### src/verilog/tcp_tx_pkg.sv
/* tcp transmit queue types
   widths of sequence, length and sum fields, the packet info entry kept per
   queued packet, the descriptor offered to the transmitter and scanner states */
package tcp_tx_pkg;

  typedef logic [31:0] seq_t;   // tcp sequence number
  typedef logic [15:0] len_t;   // payload length in bytes
  typedef logic [31:0] chsum_t; // unfolded 16-bit word sum of the payload

  localparam int RTX_TIMER_W = 20; // RETRANSMIT_TICKS must fit here

  typedef logic [RTX_TIMER_W-1:0] rtx_timer_t;
  typedef logic [1:0]             rtx_tries_t;

  // one queued packet, still unacked while present is set
  typedef struct packed {
    logic       present;
    seq_t       seq;       // first byte
    seq_t       exp_ack;   // seq just past the last byte
    len_t       length;
    chsum_t     chsum;
    rtx_timer_t rtx_timer; // scan visits since last send
    rtx_tries_t rtx_tries; // sends so far
  } pkt_info_t;

  // what the transmitter needs to build and send one packet
  typedef struct packed {
    seq_t   seq;
    len_t   len;
    chsum_t chsum;
  } tx_desc_t;

  // scanner walk over the info entries
  typedef enum logic [2:0] {
    scan_s,    // address presented, wait for read data
    read_s,    // entry visible, skip if empty
    check_s,   // decide free / send / age
    next_s,    // write back, step to next entry
    retrans_s  // offer pending, wait for tx_done
  } scan_state_t;

endpackage : tcp_tx_pkg

### src/verilog/pkt_builder.sv
/* packet builder
   cuts the incoming byte stream into packets on idle timeout, MTU or buffer
   full, sums big-endian 16-bit words and hands each closed packet to the
   info RAM one cycle after the close */
module pkt_builder import tcp_tx_pkg::*; #(
  parameter int MTU              = 16,
  parameter int WAIT_TICKS       = 4,
  parameter int RETRANSMIT_TICKS = 8,
  parameter int INFO_DEPTH       = 2
) (
  input  logic                  clk,
  input  logic                  rst,
  input  seq_t                  isn,
  input  logic                  in_v,
  input  logic [7:0]            in_d,
  input  logic                  full,
  output logic                  load,
  output logic [INFO_DEPTH-1:0] new_addr,
  output logic [INFO_DEPTH:0]   new_ptr,
  output pkt_info_t             new_pkt
);

  localparam int IDLE_W = $clog2(WAIT_TICKS + 1);

  typedef enum logic {
    idle_s,
    collect_s
  } bld_state_t;

  bld_state_t        state;
  logic [IDLE_W-1:0] idle_ctr;  // idle cycles since the last byte
  seq_t              cur_seq;   // seq of the next incoming byte
  seq_t              start_seq; // seq of the packet's first byte
  len_t              len;
  chsum_t            sum;
  logic [7:0]        hi_byte;   // upper half of the word being formed
  logic              close;
  chsum_t            sum_final;

  assign close = (state == collect_s) &&
                 (idle_ctr == IDLE_W'(WAIT_TICKS) || len == len_t'(MTU) || full);
  assign sum_final = len[0] ? sum + chsum_t'({hi_byte, 8'h00}) : sum; // odd tail padded low
  assign new_addr  = new_ptr[INFO_DEPTH-1:0];

  always_ff @(posedge clk) begin
    if (rst) begin
      state    <= idle_s;
      cur_seq  <= isn;
      idle_ctr <= '0;
      len      <= '0;
      load     <= 1'b0;
      new_ptr  <= '0;
    end else begin
      load <= close;                             // write entry the cycle after close
      if (load) new_ptr <= new_ptr + 1'b1;
      if (in_v) cur_seq <= cur_seq + 1'b1;
      if (state == idle_s || close) begin
        // a byte arriving on the close cycle opens the next packet
        if (in_v) begin
          state     <= collect_s;
          start_seq <= cur_seq;
          len       <= len_t'(1);
          hi_byte   <= in_d;
          sum       <= '0;
          idle_ctr  <= '0;
        end else begin
          state <= idle_s;
        end
      end else if (in_v) begin
        len      <= len + 1'b1;
        idle_ctr <= '0;                           // timeout restarts on every byte
        if (len[0]) sum <= sum + chsum_t'({hi_byte, in_d});
        else hi_byte <= in_d;
      end else begin
        idle_ctr <= idle_ctr + 1'b1;
      end
    end
  end

  // entry captured at close, valid while load is high
  always_ff @(posedge clk) begin
    if (close) begin
      new_pkt.present   <= 1'b1;
      new_pkt.seq       <= start_seq;
      new_pkt.exp_ack   <= start_seq + seq_t'(len);
      new_pkt.length    <= len;
      new_pkt.chsum     <= sum_final;
      new_pkt.rtx_timer <= rtx_timer_t'(RETRANSMIT_TICKS); // first send on first visit
      new_pkt.rtx_tries <= '0;
    end
  end

endmodule : pkt_builder

### src/verilog/pkt_info_ram.sv
/* packet info RAM
   add port takes new entries from the builder, update port is read and
   written back by the scanner. a write returns the new value on its port */
module pkt_info_ram import tcp_tx_pkg::*; #(
  parameter int INFO_DEPTH = 2
) (
  input  logic                  clk,
  input  logic                  load,
  input  logic [INFO_DEPTH-1:0] new_addr,
  input  pkt_info_t             new_pkt,
  input  logic                  upd,
  input  logic [INFO_DEPTH-1:0] upd_addr,
  input  pkt_info_t             upd_pkt,
  output pkt_info_t             upd_pkt_q
);

  pkt_info_t mem [2**INFO_DEPTH];

  initial begin
    for (int i = 0; i < 2**INFO_DEPTH; i++) mem[i] = '0; // all entries start empty
  end

  always @(posedge clk) begin
    if (load) mem[new_addr] <= new_pkt; // add port, write only
  end

  always @(posedge clk) begin
    if (upd) begin
      mem[upd_addr] <= upd_pkt;
      upd_pkt_q     <= upd_pkt; // write-first on this port
    end else begin
      upd_pkt_q <= mem[upd_addr];
    end
  end

endmodule : pkt_info_ram

### src/verilog/queue_scanner.sv
/* queue scanner
   walks the info entries in a loop, frees acked packets in order, offers
   first sends and retransmits to the transmitter and raises force_fin once
   a packet has used up its tries */
module queue_scanner import tcp_tx_pkg::*; #(
  parameter int RETRANSMIT_TICKS = 8,
  parameter int INFO_DEPTH       = 2,
  parameter int MAX_TRIES        = 2
) (
  input  logic                  clk,
  input  logic                  rst,
  input  seq_t                  rem_ack,
  input  logic                  tx_busy,
  input  logic                  tx_done,
  input  logic                  load,
  input  pkt_info_t             upd_pkt_q,
  output logic                  upd,
  output logic [INFO_DEPTH-1:0] upd_addr,
  output pkt_info_t             upd_pkt,
  output logic [INFO_DEPTH:0]   free_ptr,
  output seq_t                  free_ack,
  output logic                  pending,
  output tx_desc_t              desc,
  output logic                  force_fin
);

  scan_state_t state;
  seq_t        ack_diff;
  logic        acked;
  logic        oldest;
  logic        rtx_due;

  assign ack_diff = upd_pkt_q.exp_ack - rem_ack;
  assign acked    = ack_diff[31] || ack_diff == '0; // exp_ack at or behind rem_ack
  // free strictly in queue order so free_ptr always names the oldest slot
  assign oldest   = (upd_addr == free_ptr[INFO_DEPTH-1:0]);
  assign rtx_due  = (upd_pkt_q.rtx_timer == rtx_timer_t'(RETRANSMIT_TICKS));

  always_ff @(posedge clk) begin
    if (rst) begin
      state     <= scan_s;
      upd       <= 1'b0;
      upd_addr  <= '0;
      free_ptr  <= '0;
      free_ack  <= rem_ack;
      pending   <= 1'b0;
      force_fin <= 1'b0;
    end else begin
      case (state)
        scan_s: begin
          upd   <= 1'b0;
          state <= read_s; // RAM output follows upd_addr next cycle
        end
        read_s: begin
          if (upd_pkt_q.present) begin
            state <= check_s;
          end else begin
            upd_addr <= upd_addr + 1'b1; // empty slot
            state    <= scan_s;
          end
        end
        check_s: begin
          if (!tx_busy && !load) begin
            if (acked) begin
              if (oldest) begin
                upd      <= 1'b1;
                upd_pkt  <= '0;               // entry released
                free_ptr <= free_ptr + 1'b1;
                free_ack <= upd_pkt_q.exp_ack; // whole packet acked, data may go
              end
              state <= next_s;
            end else if (rtx_due) begin
              upd               <= 1'b1;
              upd_pkt           <= upd_pkt_q;
              upd_pkt.rtx_timer <= '0;
              upd_pkt.rtx_tries <= upd_pkt_q.rtx_tries +
                                   rtx_tries_t'(upd_pkt_q.rtx_tries != '1); // saturating
              pending    <= 1'b1;
              desc.seq   <= upd_pkt_q.seq;
              desc.len   <= upd_pkt_q.length;
              desc.chsum <= upd_pkt_q.chsum;
              if (upd_pkt_q.rtx_tries == rtx_tries_t'(MAX_TRIES)) force_fin <= 1'b1;
              state <= retrans_s;
            end else begin
              upd               <= 1'b1;
              upd_pkt           <= upd_pkt_q;
              upd_pkt.rtx_timer <= upd_pkt_q.rtx_timer + 1'b1; // age by one visit
              state             <= next_s;
            end
          end
        end
        next_s: begin
          upd      <= 1'b0;                  // write lands this cycle at old address
          upd_addr <= upd_addr + 1'b1;
          state    <= scan_s;
        end
        retrans_s: begin
          upd <= 1'b0;
          if (tx_done) begin
            pending  <= 1'b0;
            upd_addr <= upd_addr + 1'b1;
            state    <= scan_s;
          end
        end
        default: begin
          upd     <= 1'b0;
          pending <= 1'b0;
          state   <= scan_s;
        end
      endcase
    end
  end

endmodule : queue_scanner

### src/verilog/tcp_tx_queue_top.sv
/* tcp transmit queue
   payload bytes go into the data buffer while the builder records packets
   in the info RAM. the scanner offers them to the transmitter until acked */
module tcp_tx_queue_top import tcp_tx_pkg::*; #(
  parameter int MTU              = 16,
  parameter int WAIT_TICKS       = 4,
  parameter int RETRANSMIT_TICKS = 8,
  parameter int DATA_DEPTH       = 8,
  parameter int INFO_DEPTH       = 2,
  parameter int MAX_TRIES        = 2
) (
  input  logic                  clk,
  input  logic                  rst,
  input  logic                  connected,
  input  seq_t                  isn,
  input  logic [7:0]            in_d,
  input  logic                  in_v,
  output logic                  cts,
  input  seq_t                  rem_ack,
  input  logic                  tx_busy,
  input  logic                  tx_done,
  input  logic [DATA_DEPTH-1:0] addr,
  output logic [7:0]            data,
  output logic                  pending,
  output tx_desc_t              desc,
  output logic                  force_fin
);

  logic                  q_rst;       // rst or a connected edge
  logic                  connected_q;
  logic                  full;
  logic                  load;
  logic                  upd;
  logic [INFO_DEPTH-1:0] new_addr;
  logic [INFO_DEPTH-1:0] upd_addr;
  logic [INFO_DEPTH:0]   new_ptr;
  logic [INFO_DEPTH:0]   free_ptr;
  logic [INFO_DEPTH:0]   used_entries;
  pkt_info_t             new_pkt;
  pkt_info_t             upd_pkt;
  pkt_info_t             upd_pkt_q;
  seq_t                  free_ack;

  always_ff @(posedge clk) begin
    connected_q <= connected;
    q_rst       <= rst || (connected != connected_q); // any change restarts the queue
  end

  assign used_entries = new_ptr - free_ptr;
  // msb set means every entry is taken
  assign cts = connected && !full && !used_entries[INFO_DEPTH];

  tx_data_buffer #(.DATA_DEPTH(DATA_DEPTH)) data_buf (
    .clk, .rst(q_rst), .isn, .in_v, .in_d, .free_ack, .addr, .data, .space(), .full
  );

  pkt_builder #(
    .MTU(MTU), .WAIT_TICKS(WAIT_TICKS), .RETRANSMIT_TICKS(RETRANSMIT_TICKS),
    .INFO_DEPTH(INFO_DEPTH)
  ) builder (
    .clk, .rst(q_rst), .isn, .in_v, .in_d, .full, .load, .new_addr, .new_ptr, .new_pkt
  );

  pkt_info_ram #(.INFO_DEPTH(INFO_DEPTH)) info_ram (
    .clk, .load, .new_addr, .new_pkt, .upd, .upd_addr, .upd_pkt, .upd_pkt_q
  );

  queue_scanner #(
    .RETRANSMIT_TICKS(RETRANSMIT_TICKS), .INFO_DEPTH(INFO_DEPTH), .MAX_TRIES(MAX_TRIES)
  ) scanner (
    .clk, .rst(q_rst), .rem_ack, .tx_busy, .tx_done, .load, .upd_pkt_q, .upd, .upd_addr,
    .upd_pkt, .free_ptr, .free_ack, .pending, .desc, .force_fin
  );

endmodule : tcp_tx_queue_top

### src/verilog/tx_data_buffer.sv
/* raw payload buffer of the transmit queue
   bytes are written at the low bits of their sequence number, the transmitter
   reads them back by address. occupancy runs from the last freed ack to the
   write sequence */
module tx_data_buffer import tcp_tx_pkg::*; #(
  parameter int DATA_DEPTH = 8
) (
  input  logic                  clk,
  input  logic                  rst,
  input  seq_t                  isn,
  input  logic                  in_v,
  input  logic [7:0]            in_d,
  input  seq_t                  free_ack,
  input  logic [DATA_DEPTH-1:0] addr,
  output logic [7:0]            data,
  output logic [DATA_DEPTH-1:0] space,
  output logic                  full
);

  logic [7:0] mem [2**DATA_DEPTH];

  seq_t wr_seq;  // seq of the next byte written
  seq_t ack_seq; // everything before this is released
  seq_t used;    // unacked bytes held
  seq_t adv;     // how far free_ack is ahead of ack_seq

  assign used  = wr_seq - ack_seq;
  assign adv   = free_ack - ack_seq;
  // one slot is kept back so wr_seq never laps the oldest byte
  assign space = (|used[31:DATA_DEPTH]) ? '0 : ~used[DATA_DEPTH-1:0];
  assign full  = (space == '0);

  always_ff @(posedge clk) begin
    if (rst) begin
      wr_seq  <= isn;
      ack_seq <= isn;
    end else begin
      if (in_v) wr_seq <= wr_seq + 1'b1;
      if (adv != '0 && adv <= used) ack_seq <= free_ack; // only move forward into written data
    end
  end

  always_ff @(posedge clk) begin
    if (in_v) mem[wr_seq[DATA_DEPTH-1:0]] <= in_d;
  end

  always_ff @(posedge clk) data <= mem[addr]; // one cycle read

endmodule : tx_data_buffer
### config.mk
export PLATFORM = sky130hd
export DESIGN_NAME = tcp_tx_queue_top
export DESIGN_NICKNAME = d
export VERILOG_FILES = /design/src/verilog/tcp_tx_pkg.sv /design/src/verilog/pkt_builder.sv /design/src/verilog/pkt_info_ram.sv /design/src/verilog/queue_scanner.sv /design/src/verilog/tcp_tx_queue_top.sv /design/src/verilog/tx_data_buffer.sv
export SDC_FILE = /design/constraint.sdc
export NUM_CORES = 2
export LEC_CHECK = 0
export BUFFER_PORTS_ARGS = -buffer_cell sky130_fd_sc_hd__buf_4
export CAP_MARGIN = 20
export CORE_ASPECT_RATIO = 0.75
export CORE_MARGIN = 4
export CORE_UTILIZATION = 60
export CTS_CLUSTER_SIZE = 28
export DETAILED_ROUTE_END_ITERATION = 10
export PLACE_DENSITY = 0.82
export SETUP_SLACK_MARGIN = 0.4
export SLEW_MARGIN = 30
export SYNTH_ARGS = -nofsm -noshare
export SYNTH_HDL_FRONTEND = slang
export SYNTH_HIERARCHICAL = 1
export SYNTH_SLANG_ARGS = --single-unit
### constraint.sdc
create_clock -name clk -period 23.4 [get_ports clk]
set_input_delay 2.34 -clock clk [delete_from_list [all_inputs] [get_ports clk]]
set_output_delay 2.34 -clock clk [all_outputs]
set_load 0.01 [all_outputs]
* After elaboration in Yosys (flattened, before gate mapping)
Memory sizes are Yosys's and may differ from the RTL's. A register that Yosys moved wholly into a read port is not among the register bits.
Index checks and enable logic that the tools add are counted.
** Word-level totals
- Logic and storage cells :: 173
- Bits in latches :: 0
- Memories kept :: 2
- Flip-flop bits (word level) :: 564
- Bits in read-only memories :: 0
- Bits in writable memories :: 2588
- Output and inout bits :: 91
** Operators by class
- $lt $le $gt $ge :: 1
- Equality and inequality tests :: 20
- Shift-type cells :: 0
- Muxes and demuxes :: 54
- Add/sub/neg operators :: 16
- Bitwise gates (word level) :: 6
- Divide/modulo/power cells :: 0
- Multiply operators :: 0
- Reductions and logical operators :: 40
** Memories
- data_buf.mem :: words 256, width 8, read ports 1, clocked after Yosys merged registers in 1, write ports 1, RTL line tx_data_buffer.sv:20 : logic [7:0] mem [2**DATA_DEPTH];
- info_ram.mem :: words 4, width 135, read ports 1, clocked after Yosys merged registers in 1, write ports 2, RTL line pkt_info_ram.sv:17 : pkt_info_t mem [2**INFO_DEPTH];
** Operators by type and width (number)
- $mux 32 :: 16
- $mux 135 :: 2
- $add 32x16->32 :: 3
- $sub 32x32->32 :: 3
- $add 32x1->32 const B :: 2
- $mux 16 :: 3
- $mux 8 :: 5
- $le 32x32->1 :: 1
- $logic_not 32->1 :: 1
- $reduce_bool 32->1 :: 1
- $reduce_or 24->1 :: 1
- $mux 22 :: 1
- $mux 3 :: 7
- $add 20x1->20 const B :: 1
- $eq 20x4->1 const B :: 1
- $add 16x1->16 const B :: 1
- $eq 16x5->1 const B :: 1
- $reduce_and 3->1 :: 5
- $reduce_and 5->1 :: 3
- $ne 2x2->1 const B :: 7
- $reduce_bool 2->1 :: 7
- $mux 1 :: 13
- $pmux 3 s4 :: 1
- $reduce_and 4->1 :: 3
- 26 further kinds :: 48

* Logic depth before layout (Yosys ltp)
- Depth after elaboration :: 9
- Depth in mapped cells :: 23
- Gate-level depth less buffers :: 23

* Hierarchy
Netlist, hierarchy kept.
** By module, submodules not included
- tx_data_buffer :: cells an instance 4193, area an instance 86643.1 µm², times used 1
- pkt_info_ram :: cells an instance 2498, area an instance 30058.8 µm², times used 1
- queue_scanner :: cells an instance 939, area an instance 12056.6 µm², times used 1
- pkt_builder :: cells an instance 999, area an instance 11837.6 µm², times used 1
- tcp_tx_queue_top :: cells an instance 12, area an instance 117.6 µm², times used 1

* Least setup slack after synthesis
OpenSTA, ideal clock, no wires.
- Path type :: input -> register
- From :: input rem_ack[0]
- To :: register scanner/upd_pkt[0] (netlist name)
- Setup time :: 0.794 ns
- Arrival time :: 13.930 ns
- Slack :: 8.675 ns
- Stages :: 13
- Path through :: ha_1 fa_1 nand2b_1 a21oi_1 o2111ai_1 a2111oi_0 o21ba_2 a211oi_1 o2111ai_1 and4bb_2 buf_2 o21a_1 nor3_1
** Between the ends
- Longest elaborated chain between the ends :: 5
** Ends and longest elaborated chain
- start: declaration :: RTL line tcp_tx_queue_top.sv:19 : input seq_t rem_ack,
- $sub 32x32->32 * :: RTL line queue_scanner.sv:33 : assign ack_diff = upd_pkt_q.exp_ack - rem_ack;
- $logic_not 32->1 :: RTL line queue_scanner.sv:34 : assign acked = ack_diff[31] || ack_diff == '0;
- $logic_or 1x1->1 * :: RTL line queue_scanner.sv:34
- $ne 2x2->1 (no line) *
- $reduce_and 4->1 (no line) *
Mark *: on every way between the ends. The rest lies on a longest branch, timed or not.
A chain may end at the register's enable or synchronous reset.

* Worst setup path after layout
- From :: register data_buf.wr_seq[0]
- To :: output cts
** Between the ends
- Longest elaborated chain between the ends :: 7
- Elaborated cells between the ends (all ways) :: 8
- Those cells by class :: 1 x add/sub; 1 x mux; 1 x bitwise; 5 x reduce/logical
** Ends and longest elaborated chain
- start: declaration :: RTL line tx_data_buffer.sv:22 : seq_t wr_seq;
- start signal: assignment :: RTL line tx_data_buffer.sv:35 : wr_seq <= isn;
- start signal: assignment :: RTL line tx_data_buffer.sv:38 : if (in_v) wr_seq <= wr_seq + 1'b1;
- $sub 32x32->32 * :: RTL line tx_data_buffer.sv:27 : assign used = wr_seq - ack_seq;
- $reduce_or 24->1 or $not 8->8 (tied branches) :: RTL line tx_data_buffer.sv:30 : assign space = (|used[31:DATA_DEPTH]) ? '0 : ~used[DATA_DEPTH-1:0];
- $mux 8 * :: RTL line tx_data_buffer.sv:30
- $logic_not 8->1 * :: RTL line tx_data_buffer.sv:31 : assign full = (space == '0);
- via full :: RTL line tcp_tx_queue_top.sv:31 : logic full;
- $logic_not 1->1 * :: RTL line tcp_tx_queue_top.sv:51 : assign cts = connected && !full && !used_entries[INFO_DEPTH];
- $logic_and 1x1->1 * (2 in series) :: RTL line tcp_tx_queue_top.sv:51
- end: declaration :: RTL line tcp_tx_queue_top.sv:18 : output logic cts,
Mark *: on every way through the listed nets, which the timed path passes. The rest lies on a longest branch.

==> flow_summary.ini <==
[sta]
fin_tns_setup_ns = 0
finalMaxSlewViolations = 0
hold_viol = 0
fin_crit_sh = 0.369
setup_viol = 0
worst_slew_pin_slew_ns = 1.14
finalClockSkew_ns = 0.0896
rsz0062_at_grt = no
relSlewSlack = 0.237
max_freq_mhz = 116
min_period_ns = 8.64

[global_routing]
gr-usage-all-layers = 0.328
grt_pass1_wl_um = 583000
grt-ovfl-total = 0
grt_max_degree = 175
grt_pass1_vias = 82611
antenna_found_initial = 36

[worst_hold_path]
min_from = info_ram/upd_pkt_q[51]
hold_end = scanner/desc[29]
min_path_cells = 0
hold_class = reg -> reg

[cells_and_area]
area_delta_synth_final_pct = 10.2
fin_area_um2 = 155000
mostFrequentLayoutCells = 3,115 x edfxtp_1, 681 x mux4_2, 654 x nand2_1, 583 x o21ai_0, 407 x nor2_1
layout_commonest_cell = edfxtp_1
stdcell_count = 12066
drive_above_1_share = 0.190
multiInputGateArea_um2 = 40600
layout.area.seq_um2 = 97200
fin_nets = 8976
fillers = 14328

[cts]
cts.path.max_buffers = 4
cts_sinks = 3295
cts_made_buffers = 307
postCtsHoldBufs = 0
ctsHtreeMaxLevel = 5
cts_root_buf = clkbuf_16
postCtsSetupBuffers = 0
insertion_delay_ns = 0.91
ctsResizeCount = 0
tritoncts = yes
worst_setup_hold_path_clk_slew_ns = 0.06

[routing]
drtIter0Drc = 16405
vias_per_cell = 7.04
drc = 5
ant_nets = 0
wl_per_cell_um = 33.3
wl_um = 401000
vias = 84988
dr.pass1.iters = 11

[power_and_ir_drop]
p_leak_nw = 51.4
irDropWorstVdd_mv = 0.0848
power_density_nw_per_um2 = 87.9

[setup_path]
critPathTopFamily = compound AO/OA/AOI/OAI gates
r2r_start = data_buf/wr_seq[0]
cp_max_fo = 6
r2r_end = builder/sum[11]
worstRegToRegCells = 20
slowest_stage = or3_1
worstSetupPathType = reg -> out
cpPeakStageDelay_ns = 0.66
end_kind = output port
reg2reg_slack_ns = 16.95
required_ns = 21.06
arrival_ns = 6.30
startpoint_type = flop
cp.buffers_inverters = 3
crit_chain = inv_1, ha_1, inv_1, fa_1, a21o_1, a211o_1, a211oi_2, o41ai_1, o21a_1, o21a_1, or3_1, a211oi_1, nand4_1, or3_1, or3b_1, mux2i_1, buf_4

[placed_design]
routabilityCongestion = 0.965
dpl_cell_area_um2 = 145000
io_buffers = 176
place_inst = 11499
hpwlAfterDp_um = 226000

[floorplan]
die_area_um2 = 242000
die_h_um = 427
ios = 177
core.rowCount = 153
start_util = 0.605
die_w_um = 567
design.core.area_um2 = 232000

[logic_synthesis]
ys_warn_count = 6
synth_cells = 8625
syn_avg_cell_area_um2 = 16.3
synth.cell_area_um2 = 141000

[outcome]
violations = DRC
status = finished, violations left

[job]
max_cap_violations = 0
-- metrics by stage --
step,hold WS (ns),util,worst slack (ns),power (mW)
2_1_floorplan,0.400,-,8.68,8.00
3_3_place_gp,0.405,0.622,15.47,8.53
3_5_place_dp,0.406,0.623,15.53,8.59
4_1_cts,0.419,0.665,14.90,13.6
5_1_grt,0.429,0.667,14.62,14.0
6_report,0.414,0.667,14.76,13.6
-- worst reg2reg max path, cell delays in order (launching register included) --
cell and delay, ns:
edfxtp_1 0.50, inv_1 0.19, ha_1 0.22, inv_1 0.09, fa_1 0.44, a21o_1 0.22
a211o_1 0.37, a211oi_2 0.54, o41ai_1 0.21, o21a_1 0.20, o21a_1 0.18, or3_1 0.33
a211oi_1 0.23, nand4_1 0.19, or3_1 0.66, a21oi_1 0.44, and3_1 0.21, buf_4 0.37
a21oi_4 0.22, buf_8 0.23, buf_16 0.16
-- where the power goes --
part | leakage, nW | internal [mW] | switching, mW
Combinational | 16.8 | 0.722 | 1.20
Sequential | 29.8 | 6.56 | 0.0902
Clock | 4.79 | 2.78 | 2.27
-- per-layer routing --
layer,GRT usage,wire length (um),vias to the layer above
met5,0,162,-
met4,0.136,20300,24
met3,0.0797,56200,1218
met2,0.498,183000,7379
met1,0.463,142000,42540
li1,-,-,33827
-- flip-flops by register name, summed over array words and instances (netlist names), 8 cells and up --
signal / cells
data_buf/mem: 2048
data_buf/data: 8
builder/hi_byte: 8
builder/start_seq: 32
builder/len: 16
scanner/free_ack: 32
builder/new_pkt: 112
scanner/upd_pkt: 135
scanner/desc: 80
data_buf/ack_seq: 32
builder/cur_seq: 32
info_ram/upd_pkt_q: 135
builder/sum: 32
info_ram/mem: 540
data_buf/wr_seq: 32
-- how the worst max path moves through the flow --
| stage | start | endpoint | depth (start not counted) |
|---|---|---|---|
| after floorplan | rem_ack[0] | scanner/upd_pkt[0] | 13 |
| after global placement | rem_ack[0] | scanner/upd_pkt[43] | 16 |
| after detailed placement | rem_ack[0] | scanner/upd_pkt[43] | 16 |
| after CTS | data_buf/wr_seq[0] | cts | 17 |
| after global routing | data_buf/wr_seq[0] | cts | 17 |
| final | data_buf/wr_seq[0] | cts | 17 |
-- layout make-up --
| class | count | area share |
|---|---|---|
| sequential | 3295 | 0.627 |
| multi-input combinational | 4541 | 0.262 |
| clock buffer | 401 | 0.0544 |
| tap | 3100 | 0.0250 |
| timing repair buffer | 277 | 0.0160 |
| clock inverter | 148 | 0.00906 |
| inverter | 292 | 0.00707 |
| antenna | 12 | 0.000194 |
(Power assumes the default switching activity.)
